--- config.mk ---
export PLATFORM = sky130hd
export DESIGN_NAME = drac_top
export DESIGN_NICKNAME = d
export VERILOG_FILES = /design/src/drac_bus_pkg.sv /design/src/drac_motor_pkg.sv /design/src/reg_bus_if.sv /design/src/drac_regs.sv /design/src/drac_top.sv /design/src/rt_sampler.sv /design/src/wdog_timer.sv /design/src/write_rt_data.sv
export VERILOG_INCLUDE_DIRS = /design/src
export SDC_FILE = /design/constraint.sdc
export NUM_CORES = 1
export LEC_CHECK = 0
export BUFFER_PORTS_ARGS = -buffer_cell sky130_fd_sc_hd__buf_2
export CAP_MARGIN = 40
export CORE_MARGIN = 10
export CORE_UTILIZATION = 40
export CTS_BUF_LIST = sky130_fd_sc_hd__clkbuf_8
export DETAILED_ROUTE_END_ITERATION = 10
export PLACE_DENSITY = 0.61
export SLEW_MARGIN = 20
export SYNTH_ARGS = -nofsm -noshare
export SYNTH_HDL_FRONTEND = slang
export SYNTH_SLANG_ARGS = --single-unit
--- constraint.sdc ---
create_clock -name sysclk -period 8.6 [get_ports sysclk]
set_clock_uncertainty 0.15 [all_clocks]
set_input_delay 1.72 -clock sysclk [delete_from_list [all_inputs] [get_ports sysclk]]
set_output_delay 1.72 -clock sysclk [all_outputs]
set_load 0.02 [all_outputs]
--- src/drac_config.svh ---
`ifndef DRAC_CONFIG_SVH
`define DRAC_CONFIG_SVH

// motor channels on the board
`define DRAC_NUM_MOTORS 4

// sysclk cycles per watchdog period unit
`define DRAC_WDOG_TICK 16

// sample buffer address width
// 1 timestamp + 1 entry per motor, 8 slots
`define DRAC_SAMPLE_AW 3

`endif

--- src/drac_bus_pkg.sv ---
`include "drac_config.svh"

package drac_bus_pkg;

    // host register address
    // [7:4] channel (0 board, 1..n motors), [3:0] offset
    typedef logic [15:0] reg_addr_t;

    typedef logic [31:0] reg_data_t;    // one quadlet

    typedef logic [3:0] chan_t;         // channel field of reg_addr_t
    typedef logic [3:0] reg_off_t;      // offset field of reg_addr_t

    // sample buffer index
    typedef logic [`DRAC_SAMPLE_AW-1:0] sample_addr_t;

endpackage

--- src/drac_motor_pkg.sv ---
package drac_motor_pkg;

    typedef logic [15:0] dac_t;         // motor current setpoint
    typedef logic [15:0] fb_t;          // feedback from ADC side
    typedef logic [15:0] wdog_units_t;  // watchdog period, in ticks

    // sample capture
    typedef enum logic {
        SMP_IDLE,
        SMP_CAPTURE
    } sampler_state_t;

    // real-time block write decode
    typedef enum logic [1:0] {
        BLK_IDLE,       // no block open
        BLK_HEADER,     // waiting for sequence quadlet
        BLK_BODY        // one quadlet per motor
    } blk_state_t;

endpackage

--- src/reg_bus_if.sv ---
`timescale 1ns/1ps

interface reg_bus_if;
    import drac_bus_pkg::*;

    reg_addr_t waddr;       // write address
    reg_data_t wdata;       // write data
    logic      wen;         // one quadlet this cycle
    logic      blk_wen;     // quadlet belongs to a block write
    logic      blk_wstart;  // block about to start

    // link side, drives the bus
    modport host (
        output waddr,
        output wdata,
        output wen,
        output blk_wen,
        output blk_wstart
    );

    // write decoder side
    modport decoder (
        input waddr,
        input wdata,
        input wen,
        input blk_wen,
        input blk_wstart
    );

endinterface

--- src/drac_regs.sv ---
`timescale 1ns/1ps
`include "drac_config.svh"

module drac_regs (
    input  logic                       sysclk,
    input  logic                       arst_n,
    input  drac_bus_pkg::chan_t        board_id,
    input  logic                       wr_wen,
    input  drac_bus_pkg::reg_addr_t    wr_addr,
    input  drac_bus_pkg::reg_data_t    wr_data,
    input  drac_bus_pkg::reg_addr_t    reg_raddr,
    output drac_bus_pkg::reg_data_t    reg_rdata,
    input  drac_bus_pkg::reg_data_t    blk_seq,
    input  drac_motor_pkg::fb_t [`DRAC_NUM_MOTORS-1:0]  feedback,
    input  logic                       wdog_timeout,
    output logic                       wdog_clear,
    output drac_motor_pkg::wdog_units_t wdog_period,
    output drac_motor_pkg::dac_t [`DRAC_NUM_MOTORS-1:0] dac_out,
    output logic [`DRAC_NUM_MOTORS-1:0] motor_enable
);
    import drac_bus_pkg::*;
    import drac_motor_pkg::*;

    localparam reg_off_t OFF_STATUS = 4'h0;   // board status / motor command
    localparam reg_off_t OFF_SEQ    = 4'h1;   // board only
    localparam reg_off_t OFF_FB     = 4'h2;   // motor only
    localparam reg_off_t OFF_WDOG   = 4'h3;   // board only

    chan_t     wr_chan;
    reg_off_t  wr_off;
    logic      wr_hit;      // address within the decoded page
    chan_t     rd_chan;
    reg_off_t  rd_off;
    reg_data_t rd_next;

    assign wr_chan = wr_addr[7:4];
    assign wr_off  = wr_addr[3:0];
    assign wr_hit  = wr_wen && (wr_addr[15:8] == 8'h00);
    assign rd_chan = reg_raddr[7:4];
    assign rd_off  = reg_raddr[3:0];

    // status write with bit 0 set
    assign wdog_clear = wr_hit && (wr_chan == '0) && (wr_off == OFF_STATUS) && wr_data[0];

    // board registers
    always_ff @(posedge sysclk or negedge arst_n) begin
        if (!arst_n) begin
            wdog_period <= '0;      // watchdog off
        end else if (wr_hit && (wr_chan == '0) && (wr_off == OFF_WDOG)) begin
            wdog_period <= wr_data[15:0];
        end
    end

    // motor setpoints and enables
    always_ff @(posedge sysclk or negedge arst_n) begin
        if (!arst_n) begin
            dac_out      <= '0;
            motor_enable <= '0;
        end else begin
            for (int i = 0; i < `DRAC_NUM_MOTORS; i++) begin
                if (wr_hit && (wr_chan == chan_t'(i + 1)) && (wr_off == OFF_STATUS)) begin
                    if (wr_data[31]) begin
                        dac_out[i] <= wr_data[15:0];        // dac load
                    end
                    if (wr_data[28] && !wdog_timeout) begin
                        motor_enable[i] <= wr_data[29];     // enable load
                    end
                end
            end
            if (wdog_timeout) begin
                motor_enable <= '0;     // amps held off until cleared
            end
        end
    end

    // read mux
    always_comb begin
        rd_next = '0;   // unmapped reads 0
        if (reg_raddr[15:8] == 8'h00) begin
            if (rd_chan == '0) begin
                case (rd_off)
                    OFF_STATUS: rd_next = {wdog_timeout, 3'b000, board_id, 16'h0000,
                                           8'(`DRAC_NUM_MOTORS)};
                    OFF_SEQ:    rd_next = blk_seq;
                    OFF_WDOG:   rd_next = {16'h0000, wdog_period};
                    default:    rd_next = '0;
                endcase
            end else begin
                for (int i = 0; i < `DRAC_NUM_MOTORS; i++) begin
                    if (rd_chan == chan_t'(i + 1)) begin
                        if (rd_off == OFF_STATUS) begin
                            rd_next = {2'b00, motor_enable[i], 13'h0000, dac_out[i]};
                        end else if (rd_off == OFF_FB) begin
                            rd_next = {16'h0000, feedback[i]};
                        end
                    end
                end
            end
        end
    end

    always_ff @(posedge sysclk) begin
        reg_rdata <= rd_next;   // one cycle read latency
    end

endmodule

--- src/drac_top.sv ---
`timescale 1ns/1ps
`include "drac_config.svh"

module drac_top (
    input  logic                           sysclk,
    input  logic                           arst_n,
    input  drac_bus_pkg::chan_t            board_id,
    input  drac_bus_pkg::reg_addr_t        reg_raddr,
    output drac_bus_pkg::reg_data_t        reg_rdata,
    input  drac_bus_pkg::reg_addr_t        reg_waddr,
    input  drac_bus_pkg::reg_data_t        reg_wdata,
    input  logic                           reg_wen,
    input  logic                           blk_wen,
    input  logic                           blk_wstart,
    input  logic [`DRAC_NUM_MOTORS*16-1:0] feedback,       // motor 1 in bits 15:0
    input  logic                           sample_start,
    output logic                           sample_busy,
    input  drac_bus_pkg::sample_addr_t     sample_raddr,
    output drac_bus_pkg::reg_data_t        sample_rdata,
    output logic [`DRAC_NUM_MOTORS*16-1:0] dac_out,        // motor 1 in bits 15:0
    output logic [`DRAC_NUM_MOTORS-1:0]    motor_enable,
    output logic                           wdog_timeout
);
    import drac_bus_pkg::*;
    import drac_motor_pkg::*;

    logic        wr_wen;        // merged write stream
    reg_addr_t   wr_addr;
    reg_data_t   wr_data;
    reg_data_t   blk_seq;
    logic        wdog_clear;
    wdog_units_t wdog_period;

    reg_bus_if bus ();  // host write bus

    assign bus.waddr      = reg_waddr;
    assign bus.wdata      = reg_wdata;
    assign bus.wen        = reg_wen;
    assign bus.blk_wen    = blk_wen;
    assign bus.blk_wstart = blk_wstart;

    write_rt_data u_write_rt_data (
        .sysclk  (sysclk),
        .arst_n  (arst_n),
        .bus     (bus),
        .wr_wen  (wr_wen),
        .wr_addr (wr_addr),
        .wr_data (wr_data),
        .blk_seq (blk_seq)
    );

    drac_regs u_drac_regs (
        .sysclk       (sysclk),
        .arst_n       (arst_n),
        .board_id     (board_id),
        .wr_wen       (wr_wen),
        .wr_addr      (wr_addr),
        .wr_data      (wr_data),
        .reg_raddr    (reg_raddr),
        .reg_rdata    (reg_rdata),
        .blk_seq      (blk_seq),
        .feedback     (feedback),
        .wdog_timeout (wdog_timeout),
        .wdog_clear   (wdog_clear),
        .wdog_period  (wdog_period),
        .dac_out      (dac_out),
        .motor_enable (motor_enable)
    );

    // every merged write counts as host activity
    wdog_timer u_wdog_timer (
        .sysclk       (sysclk),
        .arst_n       (arst_n),
        .wdog_kick    (wr_wen),
        .wdog_clear   (wdog_clear),
        .wdog_period  (wdog_period),
        .wdog_timeout (wdog_timeout)
    );

    rt_sampler u_rt_sampler (
        .sysclk       (sysclk),
        .arst_n       (arst_n),
        .sample_start (sample_start),
        .feedback     (feedback),
        .dac_out      (dac_out),
        .sample_busy  (sample_busy),
        .sample_raddr (sample_raddr),
        .sample_rdata (sample_rdata)
    );

endmodule

--- src/rt_sampler.sv ---
`timescale 1ns/1ps
`include "drac_config.svh"

module rt_sampler (
    input  logic                        sysclk,
    input  logic                        arst_n,
    input  logic                        sample_start,
    input  drac_motor_pkg::fb_t [`DRAC_NUM_MOTORS-1:0]  feedback,
    input  drac_motor_pkg::dac_t [`DRAC_NUM_MOTORS-1:0] dac_out,
    output logic                        sample_busy,
    input  drac_bus_pkg::sample_addr_t  sample_raddr,
    output drac_bus_pkg::reg_data_t     sample_rdata
);
    import drac_bus_pkg::*;
    import drac_motor_pkg::*;

    localparam int DEPTH = 2 ** `DRAC_SAMPLE_AW;

    sampler_state_t state;
    sample_addr_t   cap_idx;        // entry written this cycle
    reg_data_t      cap_data;
    logic [31:0]    timestamp;      // free running
    reg_data_t      sample_buf [DEPTH];

    assign sample_busy = (state == SMP_CAPTURE);

    always_ff @(posedge sysclk or negedge arst_n) begin
        if (!arst_n) begin
            timestamp <= '0;
        end else begin
            timestamp <= timestamp + 1'b1;
        end
    end

    // one entry per cycle, timestamp first
    always_ff @(posedge sysclk or negedge arst_n) begin
        if (!arst_n) begin
            state   <= SMP_IDLE;
            cap_idx <= '0;
        end else begin
            case (state)
                SMP_IDLE: begin
                    if (sample_start) begin
                        state   <= SMP_CAPTURE;
                        cap_idx <= '0;
                    end
                end
                SMP_CAPTURE: begin
                    cap_idx <= cap_idx + 1'b1;
                    if (cap_idx == sample_addr_t'(`DRAC_NUM_MOTORS)) begin
                        state <= SMP_IDLE;      // last motor written
                    end
                end
                default: state <= SMP_IDLE;
            endcase
        end
    end

    // entry k: feedback k high, setpoint k low
    always_comb begin
        cap_data = timestamp;
        for (int i = 0; i < `DRAC_NUM_MOTORS; i++) begin
            if (cap_idx == sample_addr_t'(i + 1)) begin
                cap_data = {feedback[i], dac_out[i]};
            end
        end
    end

    always_ff @(posedge sysclk) begin
        if (state == SMP_CAPTURE) begin
            sample_buf[cap_idx] <= cap_data;
        end
        sample_rdata <= sample_buf[sample_raddr];   // registered read port
    end

endmodule

--- src/wdog_timer.sv ---
`timescale 1ns/1ps
`include "drac_config.svh"

module wdog_timer (
    input  logic                        sysclk,
    input  logic                        arst_n,
    input  logic                        wdog_kick,
    input  logic                        wdog_clear,
    input  drac_motor_pkg::wdog_units_t wdog_period,
    output logic                        wdog_timeout
);
    import drac_motor_pkg::*;

    localparam int TICK_W = $clog2(`DRAC_WDOG_TICK);

    logic [TICK_W-1:0] tick_cnt;    // prescaler
    logic              tick;        // one unit elapsed
    wdog_units_t       unit_cnt;    // units since last kick

    assign tick = (tick_cnt == TICK_W'(`DRAC_WDOG_TICK - 1));

    // prescaler and unit counter, both restart on a host write
    always_ff @(posedge sysclk or negedge arst_n) begin
        if (!arst_n) begin
            tick_cnt <= '0;
            unit_cnt <= '0;
        end else if (wdog_kick) begin
            tick_cnt <= '0;
            unit_cnt <= '0;
        end else begin
            tick_cnt <= tick_cnt + 1'b1;    // wraps at tick length
            if (tick && (unit_cnt < wdog_period)) begin
                unit_cnt <= unit_cnt + 1'b1;    // stops at period
            end
        end
    end

    // sticky flag, clear wins over a fresh expiry
    always_ff @(posedge sysclk or negedge arst_n) begin
        if (!arst_n) begin
            wdog_timeout <= 1'b0;
        end else if (wdog_clear) begin
            wdog_timeout <= 1'b0;
        end else if ((wdog_period != '0) && (unit_cnt >= wdog_period)) begin
            wdog_timeout <= 1'b1;
        end
    end

endmodule

--- src/write_rt_data.sv ---
`timescale 1ns/1ps
`include "drac_config.svh"

module write_rt_data (
    input  logic                    sysclk,
    input  logic                    arst_n,
    reg_bus_if.decoder              bus,
    output logic                    wr_wen,
    output drac_bus_pkg::reg_addr_t wr_addr,
    output drac_bus_pkg::reg_data_t wr_data,
    output drac_bus_pkg::reg_data_t blk_seq
);
    import drac_bus_pkg::*;
    import drac_motor_pkg::*;

    localparam reg_off_t MOT_CMD = 4'h0;    // motor command register

    blk_state_t state;
    chan_t      blk_chan;   // motor that gets the next body quadlet
    logic       blk_quad;   // block quadlet on the bus
    logic       blk_fwd;    // block quadlet that turns into a motor write

    assign blk_quad = bus.wen && bus.blk_wen;
    assign blk_fwd  = blk_quad && (state == BLK_BODY);

    // block tracking
    always_ff @(posedge sysclk or negedge arst_n) begin
        if (!arst_n) begin
            state    <= BLK_IDLE;
            blk_chan <= chan_t'(1);
            blk_seq  <= '0;
        end else if (bus.blk_wstart) begin
            state    <= BLK_HEADER;     // restart, even mid block
            blk_chan <= chan_t'(1);
        end else if (blk_quad) begin
            case (state)
                BLK_HEADER: begin
                    blk_seq <= bus.wdata;   // quadlet 0 is the sequence number
                    state   <= BLK_BODY;
                end
                BLK_BODY: begin
                    blk_chan <= blk_chan + 1'b1;
                    if (blk_chan == chan_t'(`DRAC_NUM_MOTORS)) begin
                        state <= BLK_IDLE;  // extra quadlets dropped
                    end
                end
                default: begin
                    state <= BLK_IDLE;      // stray block quadlet, ignore
                end
            endcase
        end
    end

    // merged write strobe
    always_ff @(posedge sysclk or negedge arst_n) begin
        if (!arst_n) begin
            wr_wen <= 1'b0;
        end else begin
            wr_wen <= (bus.wen && !bus.blk_wen) || blk_fwd;
        end
    end

    // merged address / data, only meaningful with wr_wen
    always_ff @(posedge sysclk) begin
        if (bus.blk_wen) begin
            wr_addr <= {8'h00, blk_chan, MOT_CMD};  // quadlet k -> motor k cmd
        end else begin
            wr_addr <= bus.waddr;
        end
        wr_data <= bus.wdata;
    end

endmodule
Yosys cells after proc, flatten, opt, wreduce, memory -nomap -nowiden
Memories as Yosys holds them, arrays and structs flattened. A register that Yosys moved wholly into a read port is not among the register bits.
Cells that the tools add are included.
Widths: inputs -> output; s select.
Word-level totals
  bits in read-only memories: 0
  input port bits: 141
  word-level logic and storage cells: 148
  bits in registers: 260
  latch bits: 0
  output and inout bits: 134
  memories kept: 1
  memory bits (writable): 256
Cells by class
  bitwise logic cells: 2
  div/mod/pow operators: 0
  order comparisons: 2
  shift operators: 0
  add/sub/neg operators: 5
  reductions and logical operators: 49
  multipliers: 0
  muxes and demuxes: 44
  eq/ne operators: 22
Memory list
  u_rt_sampler.sample_buf: depth 8, width 32, rd ports 1, clocked after Yosys merged registers in 1, write ports 1, line rt_sampler.sv:23  | reg_data_t sample_buf [DEPTH];
Operators with widths (number)
  $mux 32: 16
  $pmux 32 s3: 1
  $mux 16: 3
  $add 32x1->32 const B: 1
  $eq 4x2->1 const B: 7
  $mux 4: 5
  $reduce_and 2->1: 10
  $logic_and 1x1->1: 19
  $reduce_bool 2->1: 9
  $add 16x1->16 const B: 1
  $ge 16x16->1: 1
  $logic_not 4->1: 4
  $logic_not 8->1: 2
  $lt 16x16->1: 1
  $reduce_bool 16->1: 1
  $eq 4x1->1 const B: 3
  $eq 4x3->1 const B: 3
  $mux 1: 11
  $add 4x1->4 const B: 2
  $mux 8: 1
  $eq 3x2->1 const B: 2
  $mux 2: 3
  $pmux 3 s2: 1
  $eq 4x4->1 const B: 1
  14 further kinds: 16

Depth between registers and ports, before layout
  depth in word-level cells: 14
  depth in mapped cells: 10
  mapped depth without buffers: 8

Hierarchy
A second synthesis with hierarchy kept.
Unflattened totals
  cell total of the unflattened synthesis: 1620
  area total of the unflattened synthesis: 23487.5 µm²
Modules (own cells, without submodules)
  rt_sampler: sequential area each 9228.9 µm², instances 1, cells each 818, area an instance 13257.7 µm²
  drac_regs: sequential area each 2742.6 µm², instances 1, cells each 451, area an instance 5765.5 µm²
  write_rt_data: sequential area each 1938.1 µm², instances 1, cells each 167, area an instance 2662.6 µm²
  wdog_timer: sequential area each 525.5 µm², instances 1, cells each 184, area an instance 1801.7 µm²

Worst setup path before layout
Ideal clock, no wire load.
  kind: register to register
  from: register u_rt_sampler.state, in the netlist u_rt_sampler.sample_busy
  to: memory u_rt_sampler.sample_buf[4][0] (netlist name) (enable)
  clock period less this slack: 3.674 ns
  slack: 4.926 ns
  data required time: 7.989 ns
  stages on the path, launching flop included: 4
  arrival: 3.063 ns
  setup time: 0.461 ns
  path buffers: 1
  path through: dfrtp_1 > clkbuf_1 > nand2_1 > nor3_1
On the way
  cells in the longest elaborated chain, start to end: 2
RTL lines
  start, declared: line rt_sampler.sv:19  | sampler_state_t state;
  start signal, assigned: line rt_sampler.sv:38  | state <= SMP_IDLE;
  start signal, assigned: line rt_sampler.sv:44  | state <= SMP_CAPTURE;
  start signal, assigned: line rt_sampler.sv:51  | state <= SMP_IDLE;
  $mux 1: line rt_sampler.sv:70  | if (state == SMP_CAPTURE) begin
  $mux 1 (not written as such): line rt_sampler.sv:71  | sample_buf[cap_idx] <= cap_data;
  end, declared: line rt_sampler.sv:23
Every way passes these cells.

Worst setup path in the final report
  from: input reg_raddr[1]
  to: register u_drac_regs.reg_rdata[3]
On the way
  cells in the longest elaborated chain, start to end: 14
  elaborated cells on any way between the ends: 18
  classes of those cells: 3 x eq/ne; 14 x mux; 1 x reduce/logical
RTL lines
  start, declared: line drac_top.sv:8  | input drac_bus_pkg::reg_addr_t reg_raddr,
  $eq 4x2->1: line drac_regs.sv:93  | end else if (rd_off == OFF_FB) begin
  $mux 16: line drac_regs.sv:93
  $mux 32: line drac_regs.sv:91  | if (rd_off == OFF_STATUS) begin
  $mux 32: line drac_regs.sv:90  | if (rd_chan == chan_t'(i + 1)) begin
  $mux 32: line drac_regs.sv:93
  $mux 32: line drac_regs.sv:91
  $mux 32: line drac_regs.sv:90
  $mux 32: line drac_regs.sv:93
  $mux 32: line drac_regs.sv:91
  $mux 32: line drac_regs.sv:90
  $mux 32: line drac_regs.sv:93
  $mux 32: line drac_regs.sv:91
  $mux 32: line drac_regs.sv:90
  $mux 32 (*): line drac_regs.sv:80  | if (rd_chan == '0) begin
  end signal, assigned: line drac_regs.sv:103  | reg_rdata <= rd_next;
  end, declared: line drac_regs.sv:12  | output drac_bus_pkg::reg_data_t reg_rdata,
Mark *: on every way between the ends. The rest lies on a longest branch, timed or not.
A chain may end at the register's enable or synchronous reset.

==> qor.csv <==
stage,metric,value,unit
status,status,"complete, no violations",
min_path,Tightest Hold Check Type,register to register,
floorplan,Placement Rows,86,
floorplan,Die W,257,microns
drt,WL final,68.1,mm
logic_synthesis,syn nets,1749,
logic_synthesis,Cells after Synth,1582,
final_layout,Area Growth Syn to Fin,18.2,%
critical_path,Worst Setup End Kind,register,
critical_path,crit path DAT,4.15,ns
clock_tree,cts bufs inserted,88,
critical_path,WS Path Type,input pin to register,
timing,RSZ-0062 raised after global routing,false,
place,port bufs,274,
place,Placed Area,0.0248,sq mm
clock_tree,CTS tree,yes,
clock_tree,# Post-CTS Setup Buffers,0,
timing,Rel. slew slack,40.0,%
drt,drt pass-1 iters,5,
run,total of max-cap violations,0,
clock_tree,CTS max path bufs,3,
timing,Fin Setup TNS,0,ns
drt,Avg WL per Cell,25.0,microns
critical_path,max incr delay on CP,0.68,ns
global_route,first-pass GRT wire length,100,mm
clock_tree,Clock Latency Late Sink,0.69,ns
critical_path,Worst EP required,9.03,ns
logic_synthesis,synthesized flop and latch total,535,
logic_synthesis,"FFs w/ async S/R, synth",33.6,%
global_route,GRT Residual Overflow,0,
critical_path,CP Launch Point,reg_raddr[1],
timing,Fmax,269,MHz
clock_tree,Clock Root Buffer,clkbuf_8,
place,gpl congestion,0.875,
drt,Initial DRC Count,1302,
logic_synthesis,Synthesis Warnings,0,
floorplan,Initial Util,40.6,%
clock_tree,"Reg clk slew, reported paths",0.06,ns
floorplan,# IOs,275,
power_and_ir_drop,Leakage,10.8,nW
critical_path,CP Launch Type,input pin,
logic_synthesis,Netlist cell types,71,
timing,max-slew violations,0,
power_and_ir_drop,PwrDens,291,mW/mm^2
final_layout,# fillers,4937,
final_layout,share of layout cells above drive strength 1,34.1,%
logic_synthesis,Netlist Area Pre-Place,0.0225,sq mm
final_layout,Nets,2065,
floorplan,die span in y,257,microns
global_route,largest net degree at the start of global routing,65,
power_and_ir_drop,Max IR drop VDD,0.145,mV
min_path,Hold Crit Start,u_wdog_timer.tick_cnt[0],
logic_synthesis,ys flop type,edfxtp_1,
global_route,via count of the first global-routing pass,15300,
critical_path,Slowest cell on crit path,nor4_4,
timing,final worst-path cycle share,43.3,%
timing,Period minus WS final,3.72,ns
logic_synthesis,number of flops mapped to enable cells by yosys,256,
logic_synthesis,sequential fraction of the synthesis area,63.0,%
logic_synthesis,Avg Inst Size Synth,14.2,sq um
timing,Worst Tran Pin Value,0.900,ns
critical_path,crit path max fanout,46,
floorplan,die area,0.0661,sq mm
timing,final-report setup violation count,0,
global_route,initial antenna violation count,14,
place,Final HPWL DP,48.0,mm
final_layout,post-route cell area,0.0266,sq mm
drt,Via Count,15000,
global_route,GRT Total Usage,20.2,%
floorplan,core box area,0.0554,sq mm
clock_tree,Clock Sinks,535,
critical_path,crit-path cells,buf_2 > buf_4 > nor4_4 > nand2_1 > o22ai_1 > o2111ai_1 > o21ai_0,
drt,Avg Vias per Cell,5.50,
clock_tree,# H-tree levels,3,
drt,ANT nets after route,0,
drt,DRC viols,0,
critical_path,Crit Reg-Reg Startpoint,u_rt_sampler.cap_idx[1],
clock_tree,# resized after CTS,0,
clock_tree,cts hold-fix bufs,0,
timing,Final Hold Fails,0,
==> Yosys cell counts (4+ instances only) <==
| library cell | n | area share (%) |
|---|---|---|
| a22oi_1 | 49 | 1.6 |
| o2111ai_1 | 13 | 0.51 |
| o21ai_1 | 7 | 0.16 |
| nor3_1 | 4 | 0.089 |
| xnor2_1 | 30 | 1.2 |
| o22ai_1 | 14 | 0.39 |
| and2_1 | 11 | 0.31 |
| a31oi_1 | 5 | 0.14 |
| ha_1 | 26 | 1.4 |
| buf_6 | 4 | 0.20 |
| buf_2 | 32 | 0.71 |
| mux4_2 | 64 | 6.4 |
| or3_1 | 5 | 0.14 |
| nor2b_1 | 18 | 0.50 |
| mux2i_1 | 66 | 2.9 |
| nor4_1 | 8 | 0.22 |
| a211oi_1 | 33 | 1.1 |
| or4_1 | 6 | 0.20 |
| mux2_4 | 10 | 0.67 |
| xor2_1 | 7 | 0.27 |
| nand2_1 | 52 | 0.87 |
| mux2_2 | 128 | 6.4 |
| dfxtp_1 | 99 | 8.8 |
| dfrtp_1 | 179 | 20 |
| a21oi_1 | 87 | 1.9 |
| inv_1 | 28 | 0.47 |
| nor2_1 | 103 | 1.7 |
| o21ai_0 | 61 | 1.4 |
| o31ai_1 | 8 | 0.27 |
| nand4_1 | 14 | 0.39 |
| edfxtp_1 | 256 | 34 |
| clkbuf_1 | 53 | 0.88 |
| and4_1 | 5 | 0.19 |
| nor3_2 | 4 | 0.18 |
| nand3_1 | 32 | 0.71 |
| and3_1 | 13 | 0.36 |
==> stage by stage <==
stage | utilization [%] | cells | setup slack, ns | hold WS (ns) | total power, W
after floorplan | - | 1582 | 4.93 | 0.275 | 0.00476
after detailed placement | 44.7 | 2543 | 4.21 | 0.293 | 0.00560
after CTS | 47.8 | 2706 | 4.93 | 0.301 | 0.00773
after global routing | 48.0 | 2720 | 4.86 | 0.335 | 0.00807
final | 48.0 | 2722 | 4.88 | 0.300 | 0.00773
after global placement | 44.4 | 2531 | 4.23 | 0.292 | 0.00551
==> where the power goes <==
| part | internal (W) | switching, W | total (W) | leakage (nW) |
|---|---|---|---|---|
| clock | 0.00111 | 0.00101 | 0.00212 | 1.01 |
| combinational | 0.000600 | 0.00126 | 0.00186 | 4.21 |
| sequential | 0.00357 | 0.000180 | 0.00375 | 5.61 |
==> worst max-delay path, delay by kind of cell <==
| kind | cells | cell delay (ns) |
|---|---|---|
| simple gates | 2 | 1.20 |
| buf+inv | 2 | 0.43 |
| compound gates | 3 | 0.79 |
==> layout by cell type, fill, tap and decap left out, types with 9 or more instances in the layout <==
cell type  synthesis  routed
a211oi_1          33      33
a21oi_1           87      86
a22oi_1           49      49
and2_1            11      11
and3_1            13      13
buf_2             32     272
buf_4              1      29
clkbuf_4           0       9
clkbuf_8           0      98
clkinv_1           0      10
dfrtp_1          179     179
dfxtp_1           99      99
edfxtp_1         256     256
ha_1              26      25
inv_1             28      70
mux2_2           128     128
mux2_4            10      10
mux2i_1           66      66
mux4_2            64      64
nand2_1           52      50
nand3_1           32      32
nand4_1           14      14
nor2_1           103      95
nor2b_1           18      15
o2111ai_1         13      13
o21ai_0           61      61
o22ai_1           14      14
xnor2_1           30      30
==> routing by layer <==
metal  wire [microns]  part of all wire (%)  up-vias  GRT usage [%]
met2            31800                    47      604           32.1
met4             2570                   3.8       16           8.38
met1            27100                    40     7529           24.8
met3             6500                   9.5      141           6.86
met5              102                  0.15        -              0
li1                 -                     -     6681              -
==> cell type report <==
type	count	area, sq um	share of cell area [%]
timing repair buffer	319	1830	6.89
antenna	3	7.51	0.0282
inverter	28	105	0.395
clock inverter	65	340	1.28
clock buffer	98	1350	5.07
sequential	535	14200	53.3
multi-input combinational	926	7850	29.5
tap	748	936	3.52
==> logic make-up after synthesis <==
family	share of synthesized area [%]
AND/OR/NAND/NOR	6.92
XOR/XNOR	1.44
flip-flops	63.0
adder cells (fa/ha/maj)	1.45
buffers and inverters	2.42
multiplexers	16.4
AO/OA/AOI/OAI	8.34
==> path summary, 6_finish.rpt <==
path,end,slack (ns),cells past startpoint
min,u_wdog_timer.tick_cnt[0],0.30,1
max in group asynchronous,u_rt_sampler.timestamp[16],6.27,2
max,u_drac_regs.reg_rdata[3],4.88,7
min in group asynchronous,u_write_rt_data.blk_seq[19],0.84,1
max reg2reg,u_rt_sampler.sample_buf[4][28],5.10,8
min reg2reg,u_wdog_timer.tick_cnt[0],0.30,1
==> sequential cells by signal, summed over array words and instances, names as in the netlist, 16 cells and up <==
register / cells
u_drac_regs.wdog_period: 16
u_wdog_timer.unit_cnt: 16
u_write_rt_data.blk_seq: 32
u_drac_regs.reg_rdata: 32
u_drac_regs.dac_out: 64
u_write_rt_data.wr_data: 19
u_rt_sampler.timestamp: 32
u_rt_sampler.sample_rdata: 32
u_rt_sampler.sample_buf: 256
u_write_rt_data.wr_addr: 16
No activity file was read; power rests on OpenSTA's default activity.
